$ cat src/rtl/pin_seq_pkg.sv
package pin_seq_pkg;

    // address bits 11:8 pick a channel or the global block
    localparam logic [3:0] GLOBAL_SEL = 4'd15;

    // channel register words sit in address bits 7:2
    localparam logic [4:0] REG_NCO_STEP    = 5'd0;
    localparam logic [4:0] REG_END_TIME    = 5'd1;
    localparam logic [4:0] REG_CMD         = 5'd2;
    localparam logic [4:0] REG_SAMPLE_RATE = 5'd3;
    localparam logic [4:0] REG_REC_START   = 5'd4;
    localparam logic [4:0] REG_STATUS      = 5'd5; // read only
    localparam int         NUM_REGS        = 6;
    localparam int         REG_SEL_W       = $clog2(NUM_REGS);

    localparam logic [5:0] REG_CTRL       = 6'd0; // bit 0 sets run and bit 1 clears the time
    localparam logic [5:0] REG_TIME       = 6'd1;
    localparam logic [5:0] REG_FIFO_DATA  = 6'd2; // a read pops one word
    localparam logic [5:0] REG_FIFO_COUNT = 6'd3;

    localparam logic [31:0] CMD_CONST  = 32'd2;
    localparam logic [31:0] CMD_SQUARE = 32'd3;
    localparam logic [31:0] CMD_STREAM = 32'd4;
    localparam logic [31:0] CMD_STOP   = 32'd5;

    // one-hot channel states that also form the low bits of REG_STATUS
    localparam logic [3:0] ST_IDLE   = 4'b0001;
    localparam logic [3:0] ST_CONST  = 4'b0010;
    localparam logic [3:0] ST_SQUARE = 4'b0100;
    localparam logic [3:0] ST_STREAM = 4'b1000;
    localparam int STATUS_OVERRUN_BIT = 4;

    localparam int COUNT_W = 16; // width of the fifo fill count

    typedef struct packed {
        logic        valid;
        logic [3:0]  chan;
        logic [4:0]  reg_idx;
        logic [31:0] data;
    } chan_wr_t;

    typedef struct packed {
        logic [15:0] count;
        logic [14:0] chan;
        logic        level;
    } sample_word_t;

endpackage

$ cat src/rtl/axil_reg_port.sv
`timescale 1ns/1ps

module axil_reg_port #(
    parameter int NUM_PINS = 4
) (
    input  logic                    clk,
    input  logic                    reset,
    input  logic [11:0]             s_axil_awaddr,
    input  logic                    s_axil_awvalid,
    output logic                    s_axil_awready,
    input  logic [31:0]             s_axil_wdata,
    input  logic                    s_axil_wvalid,
    output logic                    s_axil_wready,
    output logic [1:0]              s_axil_bresp,
    output logic                    s_axil_bvalid,
    input  logic                    s_axil_bready,
    input  logic [11:0]             s_axil_araddr,
    input  logic                    s_axil_arvalid,
    output logic                    s_axil_arready,
    output logic [31:0]             s_axil_rdata,
    output logic [1:0]              s_axil_rresp,
    output logic                    s_axil_rvalid,
    input  logic                    s_axil_rready,
    output pin_seq_pkg::chan_wr_t   chan_wr,
    output logic                    run,
    output logic                    time_clear,
    input  logic [31:0]             current_time,
    input  logic [NUM_PINS-1:0][pin_seq_pkg::NUM_REGS-1:0][31:0] chan_status,
    output logic                    fifo_pop,
    input  pin_seq_pkg::sample_word_t fifo_rdata,
    input  logic [pin_seq_pkg::COUNT_W-1:0] fifo_count,
    input  logic                    fifo_empty
);
    import pin_seq_pkg::*;

    localparam int UNIT_W = NUM_PINS > 1 ? $clog2(NUM_PINS) : 1;

    logic        wr_hs;
    logic        rd_hs;
    logic [3:0]  wr_unit;
    logic [3:0]  rd_unit;
    logic [5:0]  wr_word;
    logic [5:0]  rd_word;
    logic        wr_ctrl;
    logic        rd_global;
    logic [31:0] rd_value;

    assign wr_unit = s_axil_awaddr[11:8];
    assign wr_word = s_axil_awaddr[7:2];
    assign rd_unit = s_axil_araddr[11:8];
    assign rd_word = s_axil_araddr[7:2];

    // address and data are taken together, and only with no response pending
    assign wr_hs          = s_axil_awvalid && s_axil_wvalid && !s_axil_bvalid;
    assign s_axil_awready = wr_hs;
    assign s_axil_wready  = wr_hs;
    assign s_axil_bresp   = 2'b00;
    assign wr_ctrl        = wr_unit == GLOBAL_SEL && wr_word == REG_CTRL;

    always_ff @(posedge clk) begin
        if (reset) begin
            s_axil_bvalid <= 1'b0;
            chan_wr       <= '0;
            run           <= 1'b0;
            time_clear    <= 1'b0;
        end else begin
            chan_wr.valid   <= wr_hs && int'(wr_unit) < NUM_PINS && !wr_word[5];
            chan_wr.chan    <= wr_unit;
            chan_wr.reg_idx <= wr_word[4:0];
            chan_wr.data    <= s_axil_wdata;
            time_clear      <= wr_hs && wr_ctrl && s_axil_wdata[1]; // one-cycle pulse
            if (wr_hs && wr_ctrl)
                run <= s_axil_wdata[0];
            if (wr_hs)
                s_axil_bvalid <= 1'b1;
            else if (s_axil_bready)
                s_axil_bvalid <= 1'b0;
        end
    end

    assign s_axil_arready = !s_axil_rvalid;
    assign s_axil_rresp   = 2'b00;
    assign rd_hs          = s_axil_arvalid && !s_axil_rvalid;
    assign rd_global      = rd_unit == GLOBAL_SEL;
    // the popped word is the show-ahead head, so it is latched in the same cycle
    assign fifo_pop = rd_hs && rd_global && rd_word == REG_FIFO_DATA && !fifo_empty;

    always_comb begin
        rd_value = '0; // unmapped words read as zero
        if (rd_global) begin
            case (rd_word)
                REG_CTRL:       rd_value = {31'b0, run};
                REG_TIME:       rd_value = current_time;
                REG_FIFO_DATA:  rd_value = fifo_empty ? 32'b0 : fifo_rdata;
                REG_FIFO_COUNT: rd_value = 32'(fifo_count);
                default:        rd_value = '0;
            endcase
        end else if (int'(rd_unit) < NUM_PINS && int'(rd_word) < NUM_REGS) begin
            rd_value = chan_status[rd_unit[UNIT_W-1:0]][rd_word[REG_SEL_W-1:0]];
        end
    end

    always_ff @(posedge clk) begin
        if (reset)
            s_axil_rvalid <= 1'b0;
        else if (rd_hs)
            s_axil_rvalid <= 1'b1;
        else if (s_axil_rready)
            s_axil_rvalid <= 1'b0;
    end

    always_ff @(posedge clk) begin
        if (rd_hs)
            s_axil_rdata <= rd_value;
    end

    assert property (@(posedge clk) disable iff (reset)
        s_axil_bvalid && !s_axil_bready |=> s_axil_bvalid);
    assert property (@(posedge clk) disable iff (reset)
        s_axil_rvalid && !s_axil_rready |=> s_axil_rvalid && $stable(s_axil_rdata));

endmodule

$ cat config.mk
export PLATFORM = sky130hd
export DESIGN_NAME = axil_reg_port
export DESIGN_NICKNAME = d
export VERILOG_FILES = /design/src/rtl/pin_seq_pkg.sv /design/src/rtl/axil_reg_port.sv
export SDC_FILE = /design/constraint.sdc
export NUM_CORES = 1
export LEC_CHECK = 0
export ABC_CLOCK_PERIOD_IN_PS = 7400
export BUFFER_PORTS_ARGS = -buffer_cell sky130_fd_sc_hd__buf_2
export CELL_PAD_IN_SITES_DETAIL_PLACEMENT = 0
export CELL_PAD_IN_SITES_GLOBAL_PLACEMENT = 2
export CORE_AREA = 4 4 386 388
export CTS_CLUSTER_DIAMETER = 80
export DETAILED_ROUTE_END_ITERATION = 8
export DIE_AREA = 0 0 390 392
export HOLD_SLACK_MARGIN = 0.1
export PLACE_DENSITY_LB_ADDON = 0.05
export SETUP_SLACK_MARGIN = 0.02
export SYNTH_ARGS = -nofsm -noshare
export SYNTH_HDL_FRONTEND = slang
export SYNTH_SLANG_ARGS = --single-unit
$ cat constraint.sdc
create_clock -name clk -period 7.4 [get_ports clk]
set_input_delay 1.85 -clock clk [delete_from_list [all_inputs] [get_ports clk]]
set_output_delay 1.85 -clock clk [all_outputs]
set_load 0.1 [all_outputs]
==> results of run 1 <==
[through the flow]
stage	instance area, sq um	util
floorplan	9450	-
global placement	16600	0.114
detailed placement	16600	0.114
CTS	16900	0.116
global route	16900	0.116
finish	17000	0.117
[synth_stat cells, types with 5 or more instances]
cell type,number
mux2_4,5
edfxtp_1,32
and2_1,6
buf_2,33
mux4_2,126
o2bb2ai_1,26
nand3_1,6
nor2b_1,44
a22oi_1,52
buf_1,12
mux2i_1,33
a222oi_1,15
nand4_1,5
nor2_1,8
mux2_2,118
nand2_1,64
o211ai_1,20
a221oi_1,26
buf_4,12
dfxtp_1,46
a31oi_1,26
a31o_2,6
clkbuf_1,44
o22ai_1,12
[path summary, 6_finish.rpt]
path,end,slack (ps),depth (start not counted)
worst max register to register,s_axil_rdata[2]$_DFFE_PN_,5830,2
worst min register to register,s_axil_bvalid$_SDFFE_PP0P_,550,2
worst max-delay path,fifo_pop,1750,5
worst min-delay path,s_axil_bvalid$_SDFFE_PP0P_,550,2
[sequential cells by signal (all words and copies together), names as in the netlist]
register and flops:
s_axil_rdata 32, s_axil_bvalid 1, time_clear 1, chan_wr 42, s_axil_rvalid 1, run 1
[cell families (layout without fill, tap and decap cells)]
| logic type | Yosys count | in the layout | share of synthesized area |
|---|---|---|---|
| mux | 284 | 284 | 0.490 |
| simple gates | 156 | 156 | 0.0895 |
| other cells | 1 | 32 | 0.000397 |
| flops | 78 | 78 | 0.199 |
| compound gates | 193 | 193 | 0.165 |
| buf+inv | 107 | 1033 | 0.0550 |
[layout make-up]
cell class | count | area share
multi-input combinational | 637 | 0.419
inverter | 3 | 0.000664
clock inverter | 7 | 0.00458
sequential | 78 | 0.111
clock buffer | 9 | 0.0133
tap | 1917 | 0.142
timing repair buffer | 1014 | 0.305
antenna | 28 | 0.00413
[worst max-delay path, cell delays in order]
cell and delay (ps):
buf_4 210, or4_1 730, nor2_1 260, and4b_1 210
buf_2 500
[power by group]
group | switching (uW) | internal [uW] | leakage [uW]
Sequential | 7.06 | 469 | 0.000699
Combinational | 555 | 400 | 0.00621
Clock | 256 | 266 | 0.000144
Total | 819 | 1140 | 0.00705
[per-layer routing]
metal	track usage	wire length, microns	up-vias
li1	-	-	5327
met1	0.147	40400	5815
met2	0.264	59400	707
met3	0.0426	8290	258
met4	0.0145	1720	54
met5	0	364	-
==> metrics.txt, run 1 <==
outcome=finished clean; commonest non-fill, non-tap cell in the layout=buf_2; pwr dens=115 nW/um^2; first-pass iteration count of the detailed router=7; crit start category=input port; # H-tree levels=3; remaining global-route overflow=0; Critical Path RT=5550 ps; Worst Clk Skew=10.7 ps; kind of end point of the critical path=output pin; antenna violations before repair=159; Die H=392 microns; hold path startpoint=s_axil_bvalid$_SDFFE_PP0P_; layout cells sized above 1=0.745; Hold Worst Slack=550 ps; total power=1950 uW; Root Driver=clkbuf_16; Leak Pwr=0.00705 uW; CP arrival=3800 ps; peak supply drop=0.114 mV; layout net count=2655; die area=153000 sq um; Seq/Total Area, Yosys=0.199; critical path peak fanout=17; Syn Inst Count=819; Max-slew headroom=0.275; Max Clk Rate=177 MHz; Vias=12200; DR DRC count=0; worst hold path type=flip-flop to flip-flop; Tot GR Track Use=0.136; DRT iter0 DRCs=492; crit share post-route=0.764; Setup crit start=s_axil_araddr[4]; DP Worst Slack=1640 ps; register clock-pin slew on the reported worst setup and hold paths=70 ps; Storage cell area=1880 sq um; top post-synthesis cells by area=mux4_2, mux2_2, edfxtp_1, dfxtp_1, a22oi_1; area grow syn2layout=79.6%; setup slack after layout=1750 ps; Starting Density=0.0649; area taken by multi-input logic gates=7110 sq um; max-slew violations=0; ys flop type=dfxtp_1; Routed Antenna Nets=0; Hold Vio Cnt, Final=0; Port Buffers=989; routed len/inst=29.8 microns; critical path class=input port to output pin; Total Wirelength=110000 microns; FFs w/ async S/R, synth=0; first-pass GRT wire length=136000 microns; Final Critical Period=5650 ps; boundary pin count=998; commonest non-fill, non-tap cells in the layout=buf_2, mux4_2, mux2_2; Cell Rows=140; Die Width=390 microns; largest net degree at the start of global routing=100; number of global-route vias before repair=13000; DP Wirelength=96700 microns; Syn Area/Cell=11.5 sq um; worst skew pair latency=400 ps; worst r2r src=s_axil_rvalid$_SDFFE_PP0P_; dpl cells=3649; CTS hold repair buffers=0; FILL cells=16900; post-synth top area cell=mux4_2; TritonCTS Buffers=9; Slew @ Worst Pin=1090 ps; EDFF count, synth=32; clk buf depth=2; post-route setup TNS=0 ps; RSZ-0062 raised after global routing=no; CTS tree=yes; core area=145000 sq um; Setup violations, final=0; Cell variety after synth=50; number of max-cap violations=0; Non-Filler Instances=3693; CTS resizes=0; setup bufs post-CTS=0; routability cong.=0.790; clk sink count=78; post-synth top area share=0.301; mapped cell area=9440 sq um; yosys warns=0; Via density=3.29; FF+latch count, synth=78
(Power assumes the default switching activity.)
==> inputs of run 2 (changes only) <==
Settings changed: ABC_CLOCK_PERIOD_IN_PS 7400 to 5220, CORE_AREA 4 4 386 388 to 4 4 384 386, DIE_AREA 0 0 390 392 to 0 0 388 390.
Clock period 7.4 ns to 5.22 ns, I/O delays scaled along.
==> run 2 against run 1 <==
  * Final area up 0.66%
  * Clock power increased by 33%
  * Hold slack better by 6.1 ps
  * Cell count is 0.14% lower
  * Total power up 40%
  * Non-clock buffer count grew 13
  * First-iteration DRC count grew 40%
  * Critical path depth grew 1
  * Critical path type unchanged
  * Sequential share of layout area is 0.073 points lower
  * Largest cell class unchanged
  * Utilization up 0.23 points
  * Worst setup slack got worse by 870 ps
==> metrics.txt, run 2 (same netlist as run 1, synthesis figures left out) <==
Worst Clk Skew=13.8 ps (+3.14 ps); antenna violations before repair=158 (-0.63%); CTS hold repair buffers=0 (unchanged); Tot GR Track Use=0.135 (-0.000976); worst reg2reg path depth=4 (+2); routability cong.=0.778 (-1.5%); CTS tree=yes; Max-slew headroom=0.291 (+0.0158); top flop regs=chan_wr x42, s_axil_rdata x32; Starting Density=0.0658 (+0.000863); Hold Vio Cnt, Final=0 (unchanged); crit start category=input port; first-pass iteration count of the detailed router=5 (-2); Setup violations, final=0 (unchanged); DP Wirelength=95200 microns (-1.5%); Vias=12300 (+0.78%); Port Buffers=989 (unchanged); Leak Pwr=0.00713 uW (+1.1%); remaining global-route overflow=0 (unchanged); total power=2730 uW (+40%); Die Width=388 microns (-0.51%); core area=143000 sq um (-1.3%); Final Cell Area=17100 sq um (+0.66%); Final Critical Period=4340 ps; largest net degree at the start of global routing=77 (-23%); worst r2r dst=run$_SDFFE_PP0P_; number of flip-flops under the largest register name=42 (unchanged); layout cells sized above 1=0.747 (+0.00131); RSZ-0062 raised after global routing=no; setup bufs post-CTS=0 (unchanged); clk sink count=78 (unchanged); Routed Antenna Nets=0 (unchanged); hold path cells=2 (unchanged); Max Clk Rate=230 MHz; Slew @ Worst Pin=1060 ps (-28.4 ps); crit share post-route=0.831; first-pass GRT wire length=135000 microns (-0.74%); commonest non-fill, non-tap cell in the layout=buf_2; Via density=3.32 (+0.92%); number of max-cap violations=0 (unchanged); critical path peak fanout=6 (-11); Largest Register=chan_wr; die area=151000 sq um (-1.0%); TritonCTS Buffers=9 (unchanged); Total Wirelength=108000 microns (-2.1%); CTS resizes=0 (unchanged); worst hold path type=flip-flop to flip-flop; layout net count=2668 (+0.49%); Root Driver=clkbuf_16; flop2flop setup slack=3510 ps (-2320 ps); placed inst area=16700 sq um (+0.79%); worst r2r src=s_axil_bvalid$_SDFFE_PP0P_; number of global-route vias before repair=12900 (-0.30%); outcome=finished clean; critical path class=input port to output pin; DRT iter0 DRCs=687 (+40%); post-route setup TNS=0 ps (unchanged); clk buf depth=2 (unchanged); max-slew violations=0 (unchanged); area grow syn2layout=80.8%; pwr dens=160 nW/um^2 (+39%); Die H=390 microns (-0.51%); CP arrival=3030 ps (-770 ps); # H-tree levels=3 (unchanged); commonest non-fill, non-tap cells in the layout=buf_2, mux4_2, mux2_2; Cell Rows=139 (-0.71%); Critical Path RT=3910 ps (-1640 ps); Hold EP=s_axil_bvalid$_SDFFE_PP0P_; hold path startpoint=s_axil_bvalid$_SDFFE_PP0P_; worst skew pair latency=390 ps (about the same); peak supply drop=0.146 mV (+28%); kind of end point of the critical path=output pin; boundary pin count=998 (unchanged); routed len/inst=29.2 microns (-1.9%); DR DRC count=0 (unchanged); register clock-pin slew on the reported worst setup and hold paths=80 ps (about the same)
run 2: worst max path at each step:
stage                          start  endpoint  depth (start not counted)
floorplan             s_axil_arvalid  fifo_pop                          2
global placement    s_axil_araddr[6]  fifo_pop                          6
detailed placement  s_axil_araddr[6]  fifo_pop                          6
CTS                 s_axil_araddr[6]  fifo_pop                          6
global route        s_axil_araddr[6]  fifo_pop                          6
finish              s_axil_araddr[6]  fifo_pop                          6
run 2: metal layers:
metal	global-route usage	share of wire
met1	0.151	0.38
met2	0.259	0.53
met3	0.0404	0.068
met4	0.0133	0.019
met5	0	0.0036
run 2: power by group:
part / total, uW / switching [uW] / internal, uW
combinational: 1360 / 785 / 574
clock: 694 / 338 / 356
sequential: 674 / 8.96 / 665
run 2: final cells by class:
class / count / area, sq um
Antenna cell: 24 / 60.1
Clock buffer: 11 / 254
Clock inverter: 5 / 40.0
Fill cell: 16600 / 126000
Inverter: 3 / 11.3
Multi-Input combinational cell: 637 / 7100
Sequential cell: 78 / 1880
Tap cell: 1903 / 2380
Timing Repair Buffer: 1027 / 5340
run 2: worst max-delay path: stages:
cell	delay (ps)
buf_2	100
or4_1	550
buf_4	210
nor2_1	340
and4b_1	320
buf_12	190
run 2: stage by stage:
step                hold WS (ps)  worst slack (ps)  instances   util
detailed placement           551               755       3648  0.116
CTS                          567               753       3664  0.119
global placement             547               726       3648  0.116
floorplan                    953               114        822      -
global route                 595               774       3667  0.119
finish                       557               880       3688  0.119
==> inputs of run 3 (changes only) <==
Settings changed: ABC_CLOCK_PERIOD_IN_PS 5220 to 3500.
Clock period 5.22 ns to 3.5 ns, I/O delays scaled along.
==> run 3 against run 2 <==
  * Utilization increased by 0.41 points
  * Register-to-register slack got worse by 1700 ps
  * Final area up 3.5%
  * Largest power group unchanged
==> metrics.txt, run 3 (same netlist as run 1, synthesis figures left out) <==
Via density=3.30 (-0.68%); Largest Register=chan_wr; DR DRC count=0 (unchanged); worst hold path type=flip-flop to flip-flop; CTS hold repair buffers=0 (unchanged); post-route setup TNS=0 ps (unchanged); setup bufs post-CTS=0 (unchanged); area grow syn2layout=87.1%; remaining global-route overflow=0 (unchanged); Final Critical Period=3110 ps; Final Util=0.123 (+0.00412); Routed Antenna Nets=0 (unchanged); layout net count=2726 (+2.2%); CP max stage delay=540 ps (about the same); DRT iter0 DRCs=494 (-28%); Tot GR Track Use=0.136 (+0.00122); Cell Rows=139 (unchanged); Worst Clk Skew=18.5 ps (+4.65 ps); peak supply drop=0.239 mV (+64%); Root Driver=clkbuf_16; top flop regs=chan_wr x42, s_axil_rdata x32; Starting Density=0.0658 (unchanged); core area=143000 sq um (unchanged); worst skew pair latency=390 ps (about the same); Critical-path top delay cell=or4_1; first-pass GRT wire length=137000 microns (+1.6%); Die Width=388 microns (unchanged); crit start category=input port; routability cong.=0.786 (+1.1%); number of max-cap violations=0 (unchanged); boundary pin count=998 (unchanged); Max-slew headroom=0.400 (+0.109); largest net degree at the start of global routing=38 (-51%); crit share post-route=0.889; outcome=finished clean; first-pass iteration count of the detailed router=5 (unchanged); Total Wirelength=109000 microns (+0.94%); clk sink count=78 (unchanged); total power=4200 uW (+54%); Hold Vio Cnt, Final=0 (unchanged); critical path peak fanout=2 (-4); Leak Pwr=0.00746 uW (+4.7%); RSZ-0062 raised after global routing=no; CP arrival=2240 ps (-790 ps); commonest non-fill, non-tap cells in the layout=buf_2, mux4_2, mux2_2; Hold Worst Slack=550 ps (-6.84 ps); Port Buffers=989 (unchanged); Slew @ Worst Pin=899 ps (-160 ps); pwr dens=238 nW/um^2 (+49%); Die H=390 microns (unchanged); critical path class=input port to output pin; kind of end point of the critical path=output pin; Critical Path, Cell by Cell=buf_2 -> or4_1 -> nor2_1 -> buf_4 -> and4b_2 -> buf_12; Max Clk Rate=321 MHz; DP Worst Slack=-12.6 ps (-768 ps); WP buf/inv=3 (unchanged); clk buf depth=2 (unchanged); commonest non-fill, non-tap cell in the layout=buf_2; Setup violations, final=0 (unchanged); Vias=12400 (+0.86%); number of flip-flops under the largest register name=42 (unchanged); CTS resizes=0 (unchanged); die area=151000 sq um (unchanged); routed len/inst=29.1 microns (-0.60%); TritonCTS Buffers=9 (unchanged); number of global-route vias before repair=13600 (+5.5%); setup slack after layout=389 ps (-492 ps); max-slew violations=0 (unchanged); antenna violations before repair=141 (-11%); DP Wirelength=97000 microns (+1.8%); Critical Path RT=2620 ps (-1290 ps); CTS tree=yes; layout cells sized above 1=0.756 (+0.00972); Crit path max-delay family=simple AND/OR/NAND/NOR gates; # H-tree levels=3 (unchanged); register clock-pin slew on the reported worst setup and hold paths=80 ps (about the same)
run 3: cell count changes in the layout (fill, tap and decap cells not counted), moves of 2 or more:
cell      previous run  this run
clkinv_4             3         1
buf_4               35        83
buf_12               6        17
inv_4                0         2
inv_6                1         3
run 3: worst min-delay path: stages, from the launching register on:
cell and delay, ps:
dfxtp_1 340, a21oi_1 130, nor2_1 40
run 3: final timing paths:
| check | start | endpoint | slack (ps) | cells past startpoint |
|---|---|---|---|---|
| max | s_axil_araddr[6] | fifo_pop | 390 | 6 |
| min | s_axil_bvalid$_SDFFE_PP0P_ | s_axil_bvalid$_SDFFE_PP0P_ | 550 | 2 |
| min reg2reg | s_axil_bvalid$_SDFFE_PP0P_ | s_axil_bvalid$_SDFFE_PP0P_ | 550 | 2 |
| max reg2reg | s_axil_bvalid$_SDFFE_PP0P_ | time_clear$_SDFF_PP0_ | 1770 | 3 |
run 3: report_power, final:
part | total [uW] | internal [uW] | switching (uW)
clock network | 1080 | 564 | 519
logic | 2110 | 921 | 1190
registers | 1010 | 992 | 13.5
run 3: per-layer routing:
metal | global-route usage | share of wire | wire length [microns]
met1 | 0.150 | 0.38 | 41500
met2 | 0.263 | 0.53 | 58100
met3 | 0.0401 | 0.064 | 7010
met4 | 0.0154 | 0.017 | 1810
met5 | 0 | 0.0035 | 384
run 3: layout make-up:
class                      instances  area, sq um
fill                           16600       126000
multi-input combinational        637         7110
timing repair buffer            1085         5910
tap                             1903         2380
sequential                        78         1880
clock buffer                       9          225
clock inverter                     7         77.6
antenna                           23         57.6
inverter                           3         11.3
run 3: metrics by stage:
step | cell area [sq um] | cells
floorplan | 9450 | 822
global placement | 17300 | 3706
detailed placement | 17300 | 3706
CTS | 17600 | 3722
global route | 17600 | 3731
finish | 17700 | 3745
